`src/la_config.svh`:
```
/*
  logic analyzer capture configuration
  stream, counter and timestamp widths, trigger sources and APB offsets
*/

`ifndef LA_CONFIG_SVH
`define LA_CONFIG_SVH

// sample, counter and timestamp widths
`define LA_DW 8
`define LA_CW 16
`define LA_TW 32

// trigger sources: bit 0 detector, bit 1 software
`define LA_TN 2

// register offsets, one 32-bit word each
`define LA_A_CTRL 8'h00
`define LA_A_CFG  8'h04
`define LA_A_TCFG 8'h08
`define LA_A_PRE  8'h0C
`define LA_A_PST  8'h10
`define LA_A_STAT 8'h14
`define LA_A_SPRE 8'h18
`define LA_A_SPST 8'h1C
`define LA_A_TACQ 8'h20
`define LA_A_TTRG 8'h24
`define LA_A_TSTP 8'h28
`define LA_A_TNOW 8'h2C
`define LA_A_IRQ  8'h30

`endif

```
`src/la_pkg.sv`:
```
/*
  logic analyzer types
  sample struct, trigger config word and APB requester bundle
*/

`default_nettype none

`include "la_config.svh"

package la_pkg;

  //////////////////////////////
  // stream sample
  //////////////////////////////

  // one sample plus end-of-record marker
  typedef struct packed {
    logic [`LA_DW-1:0] data;
    logic              last;
  } la_smp_t;

  //////////////////////////////
  // trigger config word
  //////////////////////////////

  // same 16 bits, read by mode
  typedef union packed {
    // pattern match: masked sample == masked value
    struct packed {
      logic [`LA_DW-1:0] mask;
      logic [`LA_DW-1:0] value;
    } pat;
    // edge detect, per bit 1 rising and 0 falling
    struct packed {
      logic [`LA_DW-1:0] mask;
      logic [`LA_DW-1:0] rise;
    } edg;
  } la_tcfg_u;

  //////////////////////////////
  // APB requester side
  //////////////////////////////

  typedef struct packed {
    logic        psel;
    logic        penable;
    logic        pwrite;
    logic [7:0]  paddr;
    logic [31:0] pwdata;
  } la_apb_req_t;

endpackage

`default_nettype wire

```
`src/la_trg.sv`:
```
/*
  trigger detector
  checks each accepted sample against a masked pattern or masked edges
*/

`timescale 1ns/1ps
`default_nettype none

`include "la_config.svh"

module la_trg
  import la_pkg::*;
(
  input  logic     sti,
  input  logic     ctl_rst,
  // sample and its transfer qualifier
  input  la_smp_t  din,
  input  logic     xfer,
  // configuration
  input  la_tcfg_u tcfg,
  input  logic     tmode,
  // detection, same cycle as the transfer
  output logic     det
);

  // previous transferred sample
  logic [`LA_DW-1:0] prv_data;
  logic              prv_vld;

  // per bit transitions since last transfer
  logic [`LA_DW-1:0] rise_d;
  logic [`LA_DW-1:0] fall_d;
  logic [`LA_DW-1:0] edg_sel;

  logic pat_hit;
  logic edg_hit;

  //////////////////////////////
  // history
  //////////////////////////////

  // sample history, only meaningful once prv_vld is set
  always_ff @(posedge sti) begin
    if (xfer) begin
      prv_data <= din.data;
    end
  end

  // no edge on the first transfer after reset
  always_ff @(posedge sti) begin
    if (ctl_rst) begin
      prv_vld <= 1'b0;
    end else if (xfer) begin
      prv_vld <= 1'b1;
    end
  end

  //////////////////////////////
  // compare
  //////////////////////////////

  // masked bits equal, unmasked bits ignored
  assign pat_hit = ~|((din.data ^ tcfg.pat.value) & tcfg.pat.mask);

  assign rise_d  = din.data & ~prv_data;
  assign fall_d  = ~din.data & prv_data;
  // pick direction per bit
  assign edg_sel = (rise_d & tcfg.edg.rise) | (fall_d & ~tcfg.edg.rise);
  assign edg_hit = prv_vld & |(edg_sel & tcfg.edg.mask);

  // mode 0 pattern, 1 edge
  assign det = xfer & (tmode ? edg_hit : pat_hit);

  // an edge hit needs a sample that differs from the last one
  a_edg_chg: assert property (@(posedge sti) disable iff (ctl_rst)
    (det && tmode) |-> (din.data != prv_data));

endmodule

`default_nettype wire

```
`src/la_acq.sv`:
```
/*
  acquire controller
  start/trigger/stop status, pre and post counters, timestamps
  and the registered output stage of the capture stream
*/

`timescale 1ns/1ps
`default_nettype none

`include "la_config.svh"

module la_acq
  import la_pkg::*;
(
  input  logic              sti,
  input  logic              ctl_rst,
  // input stream
  input  la_smp_t           din,
  input  logic              din_valid,
  output logic              din_ready,
  // output stream
  output la_smp_t           dout,
  output logic              dout_valid,
  input  logic              dout_ready,
  // detector hit
  input  logic              det,
  // control strobes
  input  logic              ctl_acq,
  input  logic              ctl_stp,
  input  logic              ctl_trg_sw,
  // configuration
  input  logic [`LA_TN-1:0] cfg_trg,
  input  logic              cfg_con,
  input  logic              cfg_aut,
  input  logic [`LA_CW-1:0] cfg_pre,
  input  logic [`LA_CW-1:0] cfg_pst,
  input  logic [`LA_TW-1:0] cts,
  // status
  output logic              sts_acq,
  output logic              sts_trg,
  output logic [`LA_CW-1:0] sts_pre,
  output logic [`LA_CW-1:0] sts_pst,
  output logic [`LA_TW-1:0] cts_acq,
  output logic [`LA_TW-1:0] cts_trg,
  output logic [`LA_TW-1:0] cts_stp,
  // events
  output logic              ev_trg,
  output logic              ev_stp
);

  logic              xfer;
  logic              ena_pre;
  logic              stp_req;
  logic [`LA_TN-1:0] trg_src;
  logic              trg;
  logic              stp_pst;
  logic              sts_stp;
  logic              acq_go;
  logic              pre_end;
  logic [`LA_CW-1:0] nxt_pre;
  logic [`LA_CW-1:0] nxt_pst;

  //////////////////////////////
  // handshake and decisions
  //////////////////////////////

  // input moves whenever the output slot frees up
  assign din_ready = dout_ready | ~dout_valid;
  assign xfer      = din_valid & din_ready;

  assign nxt_pre = sts_pre + 1'b1;
  assign nxt_pst = sts_pst + 1'b1;

  // bit 0 detector, bit 1 software
  assign trg_src = {ctl_trg_sw, det};
  assign trg     = |(trg_src & cfg_trg) & sts_acq & ena_pre & ~sts_trg;

  // post count ends on a sample counted as post trigger
  assign stp_pst = (sts_trg | trg) & (nxt_pst == cfg_pst) & ~cfg_con;

  // every stop lands on an accepted sample so the record closes with last
  // a software stop waits in stp_req for the next transfer
  assign sts_stp = sts_acq & xfer & (ctl_stp | stp_req | din.last | stp_pst);

  // pre count reached on this transfer
  assign pre_end = sts_acq & xfer & ~sts_trg & (nxt_pre == cfg_pre);

  // restart allowed on the stopping cycle
  assign acq_go = ctl_acq & (~sts_acq | sts_stp);

  assign ev_trg = trg;
  assign ev_stp = sts_stp;

  //////////////////////////////
  // status and counters
  //////////////////////////////

  always_ff @(posedge sti) begin
    if (ctl_rst) begin
      sts_acq <= 1'b0;
      sts_trg <= 1'b0;
      ena_pre <= 1'b0;
      stp_req <= 1'b0;
      sts_pre <= '0;
      sts_pst <= '0;
      cts_acq <= '0;
      cts_trg <= '0;
      cts_stp <= '0;
    end else begin
      // counting, trigger sample goes to post
      if (sts_acq && xfer) begin
        if (!sts_trg && !trg) begin
          sts_pre <= nxt_pre;
        end
        if (sts_trg || trg) begin
          sts_pst <= nxt_pst;
        end
      end
      if (pre_end) begin
        ena_pre <= 1'b1;
      end
      if (trg) begin
        sts_trg <= 1'b1;
        cts_trg <= cts;
      end
      // stop, or remember a software stop
      if (sts_stp) begin
        sts_acq <= 1'b0;
        stp_req <= 1'b0;
        cts_stp <= cts;
      end else if (sts_acq && ctl_stp) begin
        stp_req <= 1'b1;
      end
      // start overrides the above
      if (acq_go) begin
        sts_acq <= 1'b1;
        sts_trg <= cfg_aut;
        ena_pre <= ~|cfg_pre;
        stp_req <= 1'b0;
        sts_pre <= '0;
        sts_pst <= '0;
        cts_acq <= cts;
        // automatic start is its own trigger
        if (cfg_aut) begin
          cts_trg <= cts;
        end
      end
    end
  end

  //////////////////////////////
  // output register
  //////////////////////////////

  always_ff @(posedge sti) begin
    if (ctl_rst) begin
      dout_valid <= 1'b0;
    end else if (din_ready) begin
      dout_valid <= sts_acq & din_valid;
    end
  end

  // last marks the stop sample, input last included
  always_ff @(posedge sti) begin
    if (sts_acq && xfer) begin
      dout.data <= din.data;
      dout.last <= sts_stp;
    end
  end

  // held sample must not change until taken
  a_dout_hold: assert property (@(posedge sti) disable iff (ctl_rst)
    (dout_valid && !dout_ready) |=> (dout_valid && $stable(dout)));

  // a held stop request belongs to a running acquisition
  a_req_run: assert property (@(posedge sti) disable iff (ctl_rst)
    stp_req |-> sts_acq);

endmodule

`default_nettype wire

```
`src/la_regs.sv`:
```
/*
  APB register bank
  configuration, control strobes, status readback, time counter
  and write-1-to-clear interrupt pending bits
*/

`timescale 1ns/1ps
`default_nettype none

`include "la_config.svh"

module la_regs
  import la_pkg::*;
(
  input  logic              sti,
  input  logic              ctl_rst,
  // APB completer
  input  la_apb_req_t       apb,
  output logic [31:0]       prdata,
  output logic              pready,
  output logic              pslverr,
  // control strobes
  output logic              ctl_acq,
  output logic              ctl_stp,
  output logic              ctl_trg_sw,
  // configuration
  output logic [`LA_TN-1:0] cfg_trg,
  output logic              cfg_con,
  output logic              cfg_aut,
  output logic [`LA_CW-1:0] cfg_pre,
  output logic [`LA_CW-1:0] cfg_pst,
  output logic [`LA_TW-1:0] cts,
  output la_tcfg_u          tcfg,
  output logic              tmode,
  // status from the acquire block
  input  logic              sts_acq,
  input  logic              sts_trg,
  input  logic [`LA_CW-1:0] sts_pre,
  input  logic [`LA_CW-1:0] sts_pst,
  input  logic [`LA_TW-1:0] cts_acq,
  input  logic [`LA_TW-1:0] cts_trg,
  input  logic [`LA_TW-1:0] cts_stp,
  input  logic              ev_trg,
  input  logic              ev_stp,
  // interrupt
  output logic              irq
);

  logic        acc;
  logic        hit;
  logic        ro;
  logic        wr_ok;
  logic [1:0]  irq_pnd;
  logic [1:0]  irq_clr;

  //////////////////////////////
  // decode and read mux
  //////////////////////////////

  // zero wait states
  assign pready = 1'b1;
  assign acc    = apb.psel & apb.penable;

  always_comb begin
    prdata = '0;
    hit    = 1'b1;
    ro     = 1'b0;
    case (apb.paddr)
      // strobes only, reads as zero
      `LA_A_CTRL: prdata = '0;
      `LA_A_CFG:  prdata = 32'({cfg_aut, cfg_con, cfg_trg});
      `LA_A_TCFG: prdata = 32'({tmode, tcfg});
      `LA_A_PRE:  prdata = 32'(cfg_pre);
      `LA_A_PST:  prdata = 32'(cfg_pst);
      `LA_A_STAT: begin
        prdata = 32'({sts_trg, sts_acq});
        ro     = 1'b1;
      end
      `LA_A_SPRE: begin
        prdata = 32'(sts_pre);
        ro     = 1'b1;
      end
      `LA_A_SPST: begin
        prdata = 32'(sts_pst);
        ro     = 1'b1;
      end
      `LA_A_TACQ: begin
        prdata = 32'(cts_acq);
        ro     = 1'b1;
      end
      `LA_A_TTRG: begin
        prdata = 32'(cts_trg);
        ro     = 1'b1;
      end
      `LA_A_TSTP: begin
        prdata = 32'(cts_stp);
        ro     = 1'b1;
      end
      `LA_A_TNOW: begin
        prdata = 32'(cts);
        ro     = 1'b1;
      end
      `LA_A_IRQ:  prdata = 32'(irq_pnd);
      default:    hit    = 1'b0;
    endcase
  end

  // unmapped offset, or write to a status word
  assign pslverr = acc & (~hit | (apb.pwrite & ro));
  assign wr_ok   = acc & apb.pwrite & hit & ~ro;

  //////////////////////////////
  // configuration and strobes
  //////////////////////////////

  always_ff @(posedge sti) begin
    if (ctl_rst) begin
      cfg_trg    <= '0;
      cfg_con    <= 1'b0;
      cfg_aut    <= 1'b0;
      cfg_pre    <= '0;
      cfg_pst    <= '0;
      tcfg       <= '0;
      tmode      <= 1'b0;
      ctl_acq    <= 1'b0;
      ctl_stp    <= 1'b0;
      ctl_trg_sw <= 1'b0;
    end else begin
      // strobes last one cycle, after the access phase
      ctl_acq    <= wr_ok && (apb.paddr == `LA_A_CTRL) && apb.pwdata[0];
      ctl_stp    <= wr_ok && (apb.paddr == `LA_A_CTRL) && apb.pwdata[1];
      ctl_trg_sw <= wr_ok && (apb.paddr == `LA_A_CTRL) && apb.pwdata[2];
      if (wr_ok) begin
        case (apb.paddr)
          `LA_A_CFG: begin
            cfg_trg <= apb.pwdata[`LA_TN-1:0];
            cfg_con <= apb.pwdata[2];
            cfg_aut <= apb.pwdata[3];
          end
          `LA_A_TCFG: begin
            tcfg  <= apb.pwdata[15:0];
            tmode <= apb.pwdata[16];
          end
          `LA_A_PRE: cfg_pre <= apb.pwdata[`LA_CW-1:0];
          `LA_A_PST: cfg_pst <= apb.pwdata[`LA_CW-1:0];
          default: ;
        endcase
      end
    end
  end

  //////////////////////////////
  // time and interrupts
  //////////////////////////////

  // free-running time base
  always_ff @(posedge sti) begin
    if (ctl_rst) begin
      cts <= '0;
    end else begin
      cts <= cts + 1'b1;
    end
  end

  // bit 0 trigger, bit 1 stop
  assign irq_clr = (wr_ok && (apb.paddr == `LA_A_IRQ)) ? apb.pwdata[1:0] : 2'b00;

  // a new event wins over a clear in the same cycle
  always_ff @(posedge sti) begin
    if (ctl_rst) begin
      irq_pnd <= '0;
    end else begin
      irq_pnd <= (irq_pnd & ~irq_clr) | {ev_stp, ev_trg};
    end
  end

  assign irq = |irq_pnd;

  // APB setup phase comes first
  a_apb_setup: assert property (@(posedge sti) disable iff (ctl_rst)
    $rose(apb.penable) |-> apb.psel);

endmodule

`default_nettype wire

```
`src/la_top.sv`:
```
/*
  logic analyzer capture top
  register bank, trigger detector and acquire controller
*/

`timescale 1ns/1ps
`default_nettype none

`include "la_config.svh"

module la_top
  import la_pkg::*;
(
  input  logic        sti,
  input  logic        ctl_rst,
  // APB
  input  la_apb_req_t apb,
  output logic [31:0] prdata,
  output logic        pready,
  output logic        pslverr,
  // sample streams
  input  la_smp_t     din,
  input  logic        din_valid,
  output logic        din_ready,
  output la_smp_t     dout,
  output logic        dout_valid,
  input  logic        dout_ready,
  // interrupt
  output logic        irq
);

  // control and configuration
  logic              ctl_acq;
  logic              ctl_stp;
  logic              ctl_trg_sw;
  logic [`LA_TN-1:0] cfg_trg;
  logic              cfg_con;
  logic              cfg_aut;
  logic [`LA_CW-1:0] cfg_pre;
  logic [`LA_CW-1:0] cfg_pst;
  logic [`LA_TW-1:0] cts;
  la_tcfg_u          tcfg;
  logic              tmode;
  // status and events
  logic              sts_acq;
  logic              sts_trg;
  logic [`LA_CW-1:0] sts_pre;
  logic [`LA_CW-1:0] sts_pst;
  logic [`LA_TW-1:0] cts_acq;
  logic [`LA_TW-1:0] cts_trg;
  logic [`LA_TW-1:0] cts_stp;
  logic              ev_trg;
  logic              ev_stp;
  logic              det;

  la_regs i_la_regs (
    .sti, .ctl_rst,
    .apb, .prdata, .pready, .pslverr,
    .ctl_acq, .ctl_stp, .ctl_trg_sw,
    .cfg_trg, .cfg_con, .cfg_aut, .cfg_pre, .cfg_pst,
    .cts, .tcfg, .tmode,
    .sts_acq, .sts_trg, .sts_pre, .sts_pst,
    .cts_acq, .cts_trg, .cts_stp,
    .ev_trg, .ev_stp,
    .irq
  );

  // detector sees every accepted sample, idle or not
  la_trg i_la_trg (
    .sti, .ctl_rst,
    .din,
    .xfer  (din_valid & din_ready),
    .tcfg, .tmode,
    .det
  );

  la_acq i_la_acq (
    .sti, .ctl_rst,
    .din, .din_valid, .din_ready,
    .dout, .dout_valid, .dout_ready,
    .det,
    .ctl_acq, .ctl_stp, .ctl_trg_sw,
    .cfg_trg, .cfg_con, .cfg_aut, .cfg_pre, .cfg_pst,
    .cts,
    .sts_acq, .sts_trg, .sts_pre, .sts_pst,
    .cts_acq, .cts_trg, .cts_stp,
    .ev_trg, .ev_stp
  );

endmodule

`default_nettype wire

```
`config.mk`:
```
export PLATFORM = sky130hd
export DESIGN_NAME = la_top
export DESIGN_NICKNAME = d
export VERILOG_FILES = /design/src/la_pkg.sv /design/src/la_trg.sv /design/src/la_acq.sv /design/src/la_regs.sv /design/src/la_top.sv
export VERILOG_INCLUDE_DIRS = /design/src
export SDC_FILE = /design/constraint.sdc
export NUM_CORES = 1
export LEC_CHECK = 0
export BUFFER_PORTS_ARGS = -buffer_cell sky130_fd_sc_hd__clkbuf_2
export CORE_MARGIN = 2
export CORE_UTILIZATION = 35
export DETAILED_ROUTE_END_ITERATION = 10
export GPL_TIMING_DRIVEN = 0
export PLACE_DENSITY = 0.56
export SYNTH_ARGS = -nofsm -noshare
export SYNTH_HDL_FRONTEND = slang
export SYNTH_SLANG_ARGS = --single-unit
```
`constraint.sdc`:
```
create_clock -name sti -period 2.7 [get_ports sti]
set_input_delay 0 -clock sti [delete_from_list [all_inputs] [get_ports sti]]
set_output_delay 0 -clock sti [all_outputs]
set_load 0.05 [all_outputs]
```
==> flow_results.org, run 1 <==
** Pwr
- Sequential share of power :: 45.5%
- The internal portion of the total power is 6.167 mW.
- Summed over all nets, the switching power comes to 1.785 mW.
- In this run switching power makes up 22.45% of total power.
- VDD sags by at most approximately 0.44 mV.
- Pwr/cell area :: a little over 500 nW/µm²
- Clock network fraction of design power :: 50.8%
- In this run the static leakage power is 5.760 nW.
- Combinational logic is responsible for 3.7% of the overall power.

** Worst setup path
- Endpoint of the most critical register-to-register path :: i_la_acq.cts_acq[4]
- Critical path capture point type :: flop
- Maximum cell stage delay along the critical path :: 0.41 ns
- Critical-path maximum fanout :: 5
- R2R Path Start :: i_la_acq.sts_pst[0]
- CP startpoint kind :: flop
- The worst register-to-register path has a setup slack of -0.45 ns.
- By instance count, the cell type seen most on the critical path is sky130_fd_sc_hd__buf_12.
- Depth of the most critical reg-to-reg path :: 15
- CP Data Arrival Time :: 3.55 ns
- The signal on the critical path passes through ha_4 -> buf_8 -> nand3_4 -> xnor2_2 -> a222oi_1 -> nand4_1 -> a311oi_4 -> a311oi_2 -> a211oi_2 -> buf_4 -> buf_12 -> buf_12 -> clkbuf_16 -> mux2i_1 -> nor2_1.
- Critical Path Stages :: 15
- On the critical path, the stage with the largest delay is an instance of sky130_fd_sc_hd__a222oi_1.
- The most critical setup path has its endpoint at i_la_acq.cts_acq[4].
- Worst Path Class, Setup :: reg2reg
- The number of buffers and inverters on the critical path is 5.
- The cell family contributing the most delay on the critical path is compound AO/OA/AOI/OAI gates.
- Crit. Startpoint :: i_la_acq.sts_pst[0]
- STA puts the critical path data required time at ~3.1 ns.

** Yosys
- Most used flip-flop cell after synthesis :: sky130_fd_sc_hd__dfxtp_1
- Synthesized area divided by synthesized cell count :: 8.712 µm²
- Number of enable flip-flop cells after synthesis :: 17
- Share of async-settable or async-resettable flops after synthesis :: 0%
- For this run, the register share of the synthesized area comes to 42.47%.
- Synthesis produced a netlist with a net count of about 1,400.
- Top area cells in the synthesized netlist :: sky130_fd_sc_hd__dfxtp_1, sky130_fd_sc_hd__mux2i_1, sky130_fd_sc_hd__nor2_1, sky130_fd_sc_hd__nand2_1, sky130_fd_sc_hd__xor2_1
- Most common cell in the synthesized netlist :: sky130_fd_sc_hd__dfxtp_1
- Mapped Cells :: 1,350
- The synthesized design contains 241 register bits.
- Most used standard cells in the synthesized netlist :: sky130_fd_sc_hd__dfxtp_1, sky130_fd_sc_hd__nor2_1, sky130_fd_sc_hd__nand2_1
- Top cell type by total area after synthesis :: sky130_fd_sc_hd__dfxtp_1
- Distinct cells, synth :: 61
- The mapped netlist covers 11,760 µm².
- Area share of the largest cell type after synthesis :: 38.13%
- For this run, the number of Yosys warnings is 0.

** CTS
- Insertion delay of the later-clocked pin in the worst-skew pair :: around 0.55 ns
- Library cell used as clock root buffer :: sky130_fd_sc_hd__clkbuf_16
- Total clock sinks :: 241
- Clock-pin slew was measured on the worst setup and hold paths at 0.06 ns.
- Cts bufs inserted :: 28
- CTS built an H-tree with a depth of 1.
- Clock tree buffer depth :: 3
- TritonCTS clock tree :: yes

** Detailed routing
- For this block, the initial DRC count from the detailed router was around 1,100.
- Total via count after detailed routing :: 10,910
- Wire length reported by the detailed router :: 42.73 mm
- In the routed layout, each cell is associated on average with a via count of around 5.4.
- Once detail routing completed, the nets flagged for antenna violations numbered 0.
- The first TritonRoute pass finished after 7 iterations.
- Dividing the detail-routed wire length by the instance count gives 21.23 µm.
- Number of design rule violations left after detail routing :: 0

** Layout
- Multi-input logic area :: about 6700 µm²
- Cells with a size suffix above 1 make up 20.45% of the layout.
- Final-layout fill cell count :: 3,266
- Antenna cell count :: 0
- From synthesis to final layout, the design area changed by 31.13%.
- Once layout is complete, the utilization of the core stands at between 40% and 50%.
- The final layout contains 1,604 nets.
- Area occupied by registers :: 5009 µm²

** Floorplanning
- Number of placement rows :: 67
- The die covers 35,090 µm².
- Effective utilization at floorplan :: 35.34%
- I/O pin total :: 102
- The die is 187.3 µm wide.
- Die Y :: approximately 190 µm
- The core region is 33,280 µm².

** Global routing
- Remaining global-route overflow :: 0
- Pin count of the biggest net entering global routing :: 14
- First-pass GRT wire length :: 63.95 mm
- Number of global-route vias before repair :: 10,380
- Global routing used 23.68% of the available tracks.
- The initial antenna violation count is 0.

** Timing
- For the final routed database, the setup TNS stands at -45.98 ns.
- Largest clock skew in the final design :: 0.02108 ns
- The hold violation total from the final report was 0.
- Max-slew violation count :: 0
- Final critical-path share of the clock period :: 116.6%
- For the finished layout, the period the worst path requires is 3.149 ns.
- Measured against its own limit, the worst slew margin works out to approximately 47%.
- Setup repair after global routing could not meet its margin everywhere.
- Static timing analysis puts the maximum clock frequency at 317.5 MHz.
- Setup violators final :: 135
- Across all setup checks in the final design, the least slack found is -0.4494 ns.
- For the pin with the worst max-slew slack, the measured transition is 0.7944 ns.

** Placement
- Placer congestion estimate :: 0.9803
- After legalization and detailed placement, the total HPWL measured 30.02 mm.
- Setup WS pre-CTS :: -1.346 ns
- During placement, the flow inserted port buffers numbering 85.

** Run
- Max-cap violations in this run came to 0.

** Worst hold path
- Class of the tightest hold or removal check :: in2reg

** Run status
- The flow ran to the end, but the final reports show violations.
- The checks that failed: negative setup slack.
per-stage QoR:
| stage | cells | hold WS, ns | total power, mW | cell area [µm²] |
|---|---|---|---|---|
| floorplan | 1350 | 0.09887 | 3.798 | 11800 |
| global placement | 1883 | 0.2529 | 3.916 | 12790 |
| detailed placement | 1883 | 0.2623 | 3.916 | 12790 |
| CTS | 2007 | 0.04383 | 7.997 | 15130 |
| global route | 2013 | 0.1266 | 8.145 | 15420 |
| finish | 2013 | 0.05762 | 7.952 | 15420 |
cells by family after synthesis:
family,share of synthesized area (%)
xor gates and xnor gates,8.043
and+or+nand+nor,23.06
other,0.03188
adders and majority gates,0.3192
DFF,42.47
AOI/OAI and AO/OA,13.29
buffers and inverters,4.011
muxes,8.777
repair_timing:
item,in CTS,in global routing
endpoints found under the hold margin,76,0
buffers inserted,42,11
setup endpoints to repair,197,205
pin swaps,21,34
gates resized for setup,125,89
hold buffers,28,0
cloned,9,4
worst min-delay path: cells and delay by family:
| family | cells | cell delay, ns |
|---|---|---|
| buffers and inverters | 1 | 0.11 |
| AND/OR/NAND/NOR | 4 | 0.39 |
| AO/OA/AOI/OAI | 1 | 0.07 |
metal layers:
layer | global-route usage (%) | vias to the layer above | part of all wire, %
met2 | 39.10 | 399 | 46
met3 | 2.645 | 105 | 6.1
met1 | 31.63 | 5269 | 44
li1 | - | 5141 | -
met4 | 9.463 | 0 | 4.5
met5 | 0 | - | 0
worst min path at each step:
stage / slack (ns) / endpoint / startpoint / cells past startpoint
detailed placement: 0.26 / i_la_trg.prv_data[1] / din[2] / 1
global placement: 0.25 / i_la_regs.tmode / apb[16] / 3
floorplan: 0.1 / i_la_acq.dout[1] / din[1] / 0
CTS: 0.04 / i_la_regs.irq_pnd[0] / apb[37] / 6
global route: 0.13 / i_la_regs.irq_pnd[1] / apb[37] / 6
finish: 0.06 / i_la_regs.irq_pnd[0] / apb[37] / 6
registers in the layout, summed over array words and instances, names as in the netlist, 2 cells and up:
signal             count
i_la_regs.tcfg        16
i_la_acq.cts_trg      32
i_la_regs.irq_pnd      2
i_la_regs.cts         32
i_la_acq.cts_acq      32
i_la_acq.cts_stp      32
i_la_acq.sts_pst      16
i_la_regs.cfg_trg      2
i_la_acq.dout          9
i_la_regs.cfg_pre     16
i_la_acq.sts_pre      16
i_la_regs.cfg_pst     16
i_la_trg.prv_data      8
final cells by class:
cell class	count	area share, %
clock buffers	38	5.184
repair buffers	172	9.857
well taps	448	3.635
inverters	11	0.2921
plain buffers	86	3.781
multi-input cells	1005	43.69
flip-flops and latches	241	32.48
clock inverters	12	1.087
power groups by stage:
stage                     clock network, mW  logic (mW)  registers [mW]
after detailed placement                  0       0.221            3.70
after CTS                              4.08       0.294            3.62
after global placement                    0       0.221            3.70
final                                  4.04       0.297            3.62
after floorplan                           0       0.106            3.69
after global routing                   4.21       0.316            3.62
placed cells by master (no fill, tap or decap), types with 31 or more instances in the layout:
| master | n |
|---|---|
| sky130_fd_sc_hd__clkbuf_1 | 47 |
| sky130_fd_sc_hd__nor2_1 | 127 |
| sky130_fd_sc_hd__xor2_1 | 68 |
| sky130_fd_sc_hd__nand2b_1 | 74 |
| sky130_fd_sc_hd__dfxtp_1 | 215 |
| sky130_fd_sc_hd__nand3_1 | 49 |
| sky130_fd_sc_hd__clkbuf_2 | 99 |
| sky130_fd_sc_hd__nand2_1 | 160 |
| sky130_fd_sc_hd__a22oi_1 | 52 |
| sky130_fd_sc_hd__a21oi_1 | 66 |
| sky130_fd_sc_hd__clkbuf_16 | 33 |
| sky130_fd_sc_hd__buf_4 | 31 |
| sky130_fd_sc_hd__mux2i_1 | 101 |
| sky130_fd_sc_hd__xnor2_1 | 38 |
Power figures use the tool's default switching activity.
==> inputs of run 2 (changes only) <==
--- a/config.mk
+++ b/config.mk
@@ -11,7 +11,7 @@
 export CORE_UTILIZATION = 35
 export DETAILED_ROUTE_END_ITERATION = 10
 export GPL_TIMING_DRIVEN = 0
-export PLACE_DENSITY = 0.56
+export PLACE_DENSITY = 0.55
 export SYNTH_ARGS = -nofsm -noshare
 export SYNTH_HDL_FRONTEND = slang
 export SYNTH_SLANG_ARGS = --single-unit
==> constraint.sdc (replaced) <==
create_clock -name sti -period 2.9 [get_ports sti]
set_input_delay 0 -clock sti [delete_from_list [all_inputs] [get_ports sti]]
set_output_delay 0 -clock sti [all_outputs]
set_load 0.05 [all_outputs]
==> flow_results.org, run 2 (synthesis results as in run 1) <==
** Pwr
- Maximum ir drop on the vdd rail :: 0.4127 mV (was 0.4367 mV)
- Pwr/cell area :: 476.7 nW/µm² (was 515.6 nW/µm²)
- The overall power of the completed layout was 7.210 mW (was 7.952 mW).
- Leak Pwr :: 5.642 nW (was 5.760 nW)

** Worst setup path
- The largest delay contributor family on the critical path is compound AO/OA/AOI/OAI gates (unchanged).
- The count of buffer and inverter cells on the critical path is 5 (unchanged).
- Worst Path Class, Setup :: reg2reg (unchanged)
- Endpoint of the most critical register-to-register path :: i_la_acq.cts_acq[13] (was i_la_acq.cts_acq[4])
- R2R Path Start :: i_la_acq.sts_pst[0] (unchanged)
- The arrival time at the worst endpoint came to 3.47 ns (was 3.55 ns).
- CP startpoint kind :: flop (unchanged)
- The register-to-register setup slack is -0.14 ns (was -0.45 ns).
- Cell with the most instances on the worst path :: sky130_fd_sc_hd__buf_12 (unchanged)
- The largest stage delay on the critical path came to 0.38 ns (was 0.41 ns).
- CP max stage cell :: sky130_fd_sc_hd__a311oi_4 (was sky130_fd_sc_hd__a222oi_1)
- Crit-path cells: ha_4 -> clkbuf_16 -> nand3_4 -> xnor2_2 -> a222oi_1 -> nand4_1 -> a311oi_4 -> a311oi_2 -> a211oi_2 -> buf_4 -> buf_12 -> buf_12 -> buf_12 -> mux2i_2 -> nor2_1 (was ha_4 -> buf_8 -> nand3_4 -> xnor2_2 -> a222oi_1 -> nand4_1 -> a311oi_4 -> a311oi_2 -> a211oi_2 -> buf_4 -> buf_12 -> buf_12 -> clkbuf_16 -> mux2i_1 -> nor2_1).
- The maximum fanout along the worst path is 6 (was 5).
- The worst reg-to-reg path cell count is 15 (unchanged).
- Data required, critical path :: 3.32 ns (was 3.11 ns)
- Critical path capture point type :: flop (unchanged)

** CTS
- The CTS tree is yes (unchanged).
- Cts bufs inserted :: 28 (unchanged)
- The maximum buffer depth of the clock tree came to 3 (unchanged).
- The clock root buffer is sky130_fd_sc_hd__clkbuf_16 (unchanged).
- Insertion delay of the later-clocked pin in the worst-skew pair :: 0.55 ns (about the same)
- Total clock sinks :: 241 (unchanged)
- The depth of the CTS H-tree came to 1 (unchanged).
- Clock-pin slew on the worst setup and hold paths :: 0.06 ns (about the same)

** Global routing
- Number of global-route vias before repair :: 10,280 (was 10,380)
- The largest net degree at the start of global routing was 14 (unchanged).
- Total Routing Usage GR :: 23.30% (was 23.68%)
- Remaining global-route overflow :: 0 (unchanged)
- Initial antenna violation count :: 1 (was 0)
- The first-pass GRT wire length is 62.96 mm (was 63.95 mm).

** Floorplanning
- The horizontal extent of the die came to 187.3 µm (unchanged).
- The full die area came to 35,090 µm² (unchanged).
- The top-level port count came to 102 (unchanged).
- Core box area :: 33,280 µm² (unchanged)
- The height of the chip came to 187.3 µm (unchanged).
- The number of placement rows came to 67 (unchanged).
- Effective utilization at floorplan :: 35.34% (unchanged)

** Timing
- The clock skew came to 0.01578 ns (was 0.02108 ns).
- The normalized max-slew margin is 46.90% (was 47.04%).
- The setup TNS is -7.548 ns (was -45.98 ns).
- Unrepaired setup endpoints after global routing: yes (unchanged).
- Post-route minimum period :: 3.044 ns (was 3.149 ns)
- The final count of pins violating max slew was 0 (unchanged).
- The fraction of the cycle the final worst path needs came to 105.0% (was 116.6%).
- The achievable frequency was 328.5 MHz (was 317.5 MHz).
- Slack of the critical path :: -0.1440 ns (was -0.4494 ns)
- Setup violators final :: 95 (was 135)
- The hold violation total from the final report came to 0 (unchanged).
- Slew at the pin closest to its max-slew limit :: 0.7965 ns (was 0.7944 ns)

** Placement
- The half-perimeter wire length after placement is 30.18 mm (was 30.02 mm).
- The total instance count after detailed placement is 1,883 (unchanged).
- Total of buffers placed on input and output ports :: 85 (unchanged)
- Placer congestion estimate :: 0.9477 (was 0.9803)
- The worst slack after detailed placement was -1.032 ns (was -1.346 ns).

** Layout
- Leading cell types in the layout, fill and taps excluded: sky130_fd_sc_hd__dfxtp_1, sky130_fd_sc_hd__nand2_1, sky130_fd_sc_hd__nor2_1 (unchanged).
- Layout cells sized above 1 :: 18.04% (was 20.45%)
- The filler-free cell count of the finished design is 2,000 (was 2,013).
- The antenna diode count came to 0 (unchanged).
- The fill cell instance count of the final layout came to 3,257 (was 3,266).
- Most frequent standard cell in the layout excluding fill and tap cells :: sky130_fd_sc_hd__dfxtp_1 (unchanged)
- Final layout net count :: 1,591 (was 1,604)
- The area growth from synthesis to final layout came to 28.61% (was 31.13%).
- The final core utilization was 45.45% (was 46.34%).

** Detailed routing
- The via count is 10,870 (was 10,910).
- The residual DRC count came to 0 (unchanged).
- Via/cell ratio :: 5.436 (was 5.422)
- The DRC marker count from the first detailed-route iteration is 1,261 (was 1,058).
- The total detailed-routing wirelength is 42.44 mm (was 42.73 mm).
- Mean routed wirelength per cell :: 21.22 µm (was 21.23 µm)
- The first-pass iteration count of the detailed router was 5 (was 7).
- Residual antenna-violating net count after detailed routing :: 0 (unchanged)

** Worst hold path
- Hold Path Sink :: i_la_acq.sts_acq (was i_la_regs.irq_pnd[0])
- The critical hold path startpoint was din[0] (was apb[37]).
- Class of the tightest hold or removal check :: in2reg (unchanged)
- The number of cells on the worst hold path was 5 (was 6).

** Run status
- Status :: complete, but fails checks (unchanged)
- Violated checks :: negative setup slack (unchanged)

** Run
- Number of violations of the max-capacitance limit :: 0 (unchanged)
## run 2: cell types whose count changed in the layout (fill, tap and decap cells not counted), sizes merged
cell	change
bufbuf	-3
buf	-13
clkinv	+1
clkinvlp	-3
inv	+1
clkbuf	+6
bufinv	-2
## run 2: report_power, final
group	internal, mW	switching [mW]	total, mW	leakage (nW)
sequential	3.36	0.0118	3.37	1.97
clock	2.14	1.45	3.58	0.458
combinational	0.104	0.156	0.260	3.21
## run 2: how the worst max path moves through the flow
| stage | start | endpoint | slack, ns | depth (start not counted) |
|---|---|---|---|---|
| 5_1_grt | i_la_acq.sts_pst[0] | i_la_acq.cts_acq[13] | -0.26 | 15 |
| 3_5_place_dp | i_la_acq.sts_pst[0] | i_la_acq.sts_pre[12] | -1.03 | 12 |
| 6_report | i_la_acq.sts_pst[0] | i_la_acq.cts_acq[13] | -0.14 | 15 |
| 4_1_cts | i_la_acq.sts_pst[8] | i_la_acq.cts_acq[15] | -0.13 | 16 |
| 3_3_place_gp | i_la_acq.sts_pst[0] | i_la_acq.sts_pst[1] | -0.99 | 12 |
| 2_1_floorplan | i_la_acq.sts_pst[0] | i_la_acq.cts_acq[10] | 0.03 | 13 |
## run 2: worst reg2reg max path: cells and delay by family, from the launching register on
family | cells | cell delay, ns
AOI/OAI and AO/OA | 4 | 1.02
xor gates and xnor gates | 1 | 0.13
adders and majority gates | 1 | 0.16
buffers and inverters | 5 | 0.68
DFF | 1 | 0.36
muxes | 1 | 0.20
and+or+nand+nor | 3 | 0.37
## run 2: routing by layer
layer / vias up / wire [µm] / GRT usage [%]
met5: - / 9 / 0
met4: 2 / 2022 / 10.13
met3: 108 / 2914 / 3.902
met2: 404 / 19400 / 37.63
met1: 5239 / 18100 / 30.68
li1: 5118 / - / -
## run 2: stage by stage
step | hold slack, ns | area [µm²]
after floorplan | 0.09887 | 11760
after global placement | 0.2382 | 12750
after detailed placement | 0.2373 | 12750
after CTS | 0.002381 | 14810
after global routing | 0.07749 | 15130
final | 0.009947 | 15130
## run 2: area by class of cell
type	instances	area, µm²	area share [%]
multi-input cells	1005	6669	44.09
flip-flops and latches	241	5012	33.14
repair buffers	158	1299	8.586
clock buffers	41	820.8	5.426
plain buffers	87	609.3	4.028
well taps	448	560.5	3.706
clock inverters	9	110.1	0.7279
inverters	11	45.04	0.2978
## run 2: timing repair
| action | 4_1_cts | 5_1_grt |
|---|---|---|
| buffers inserted | 33 | 6 |
| gates cloned | 6 | 4 |
| setup endpoints to repair | 174 | 174 |
| hold buffers | 28 | 0 |
| pin swaps | 20 | 21 |
| hold endpoints to repair | 78 | 0 |
| gates resized for setup | 108 | 67 |
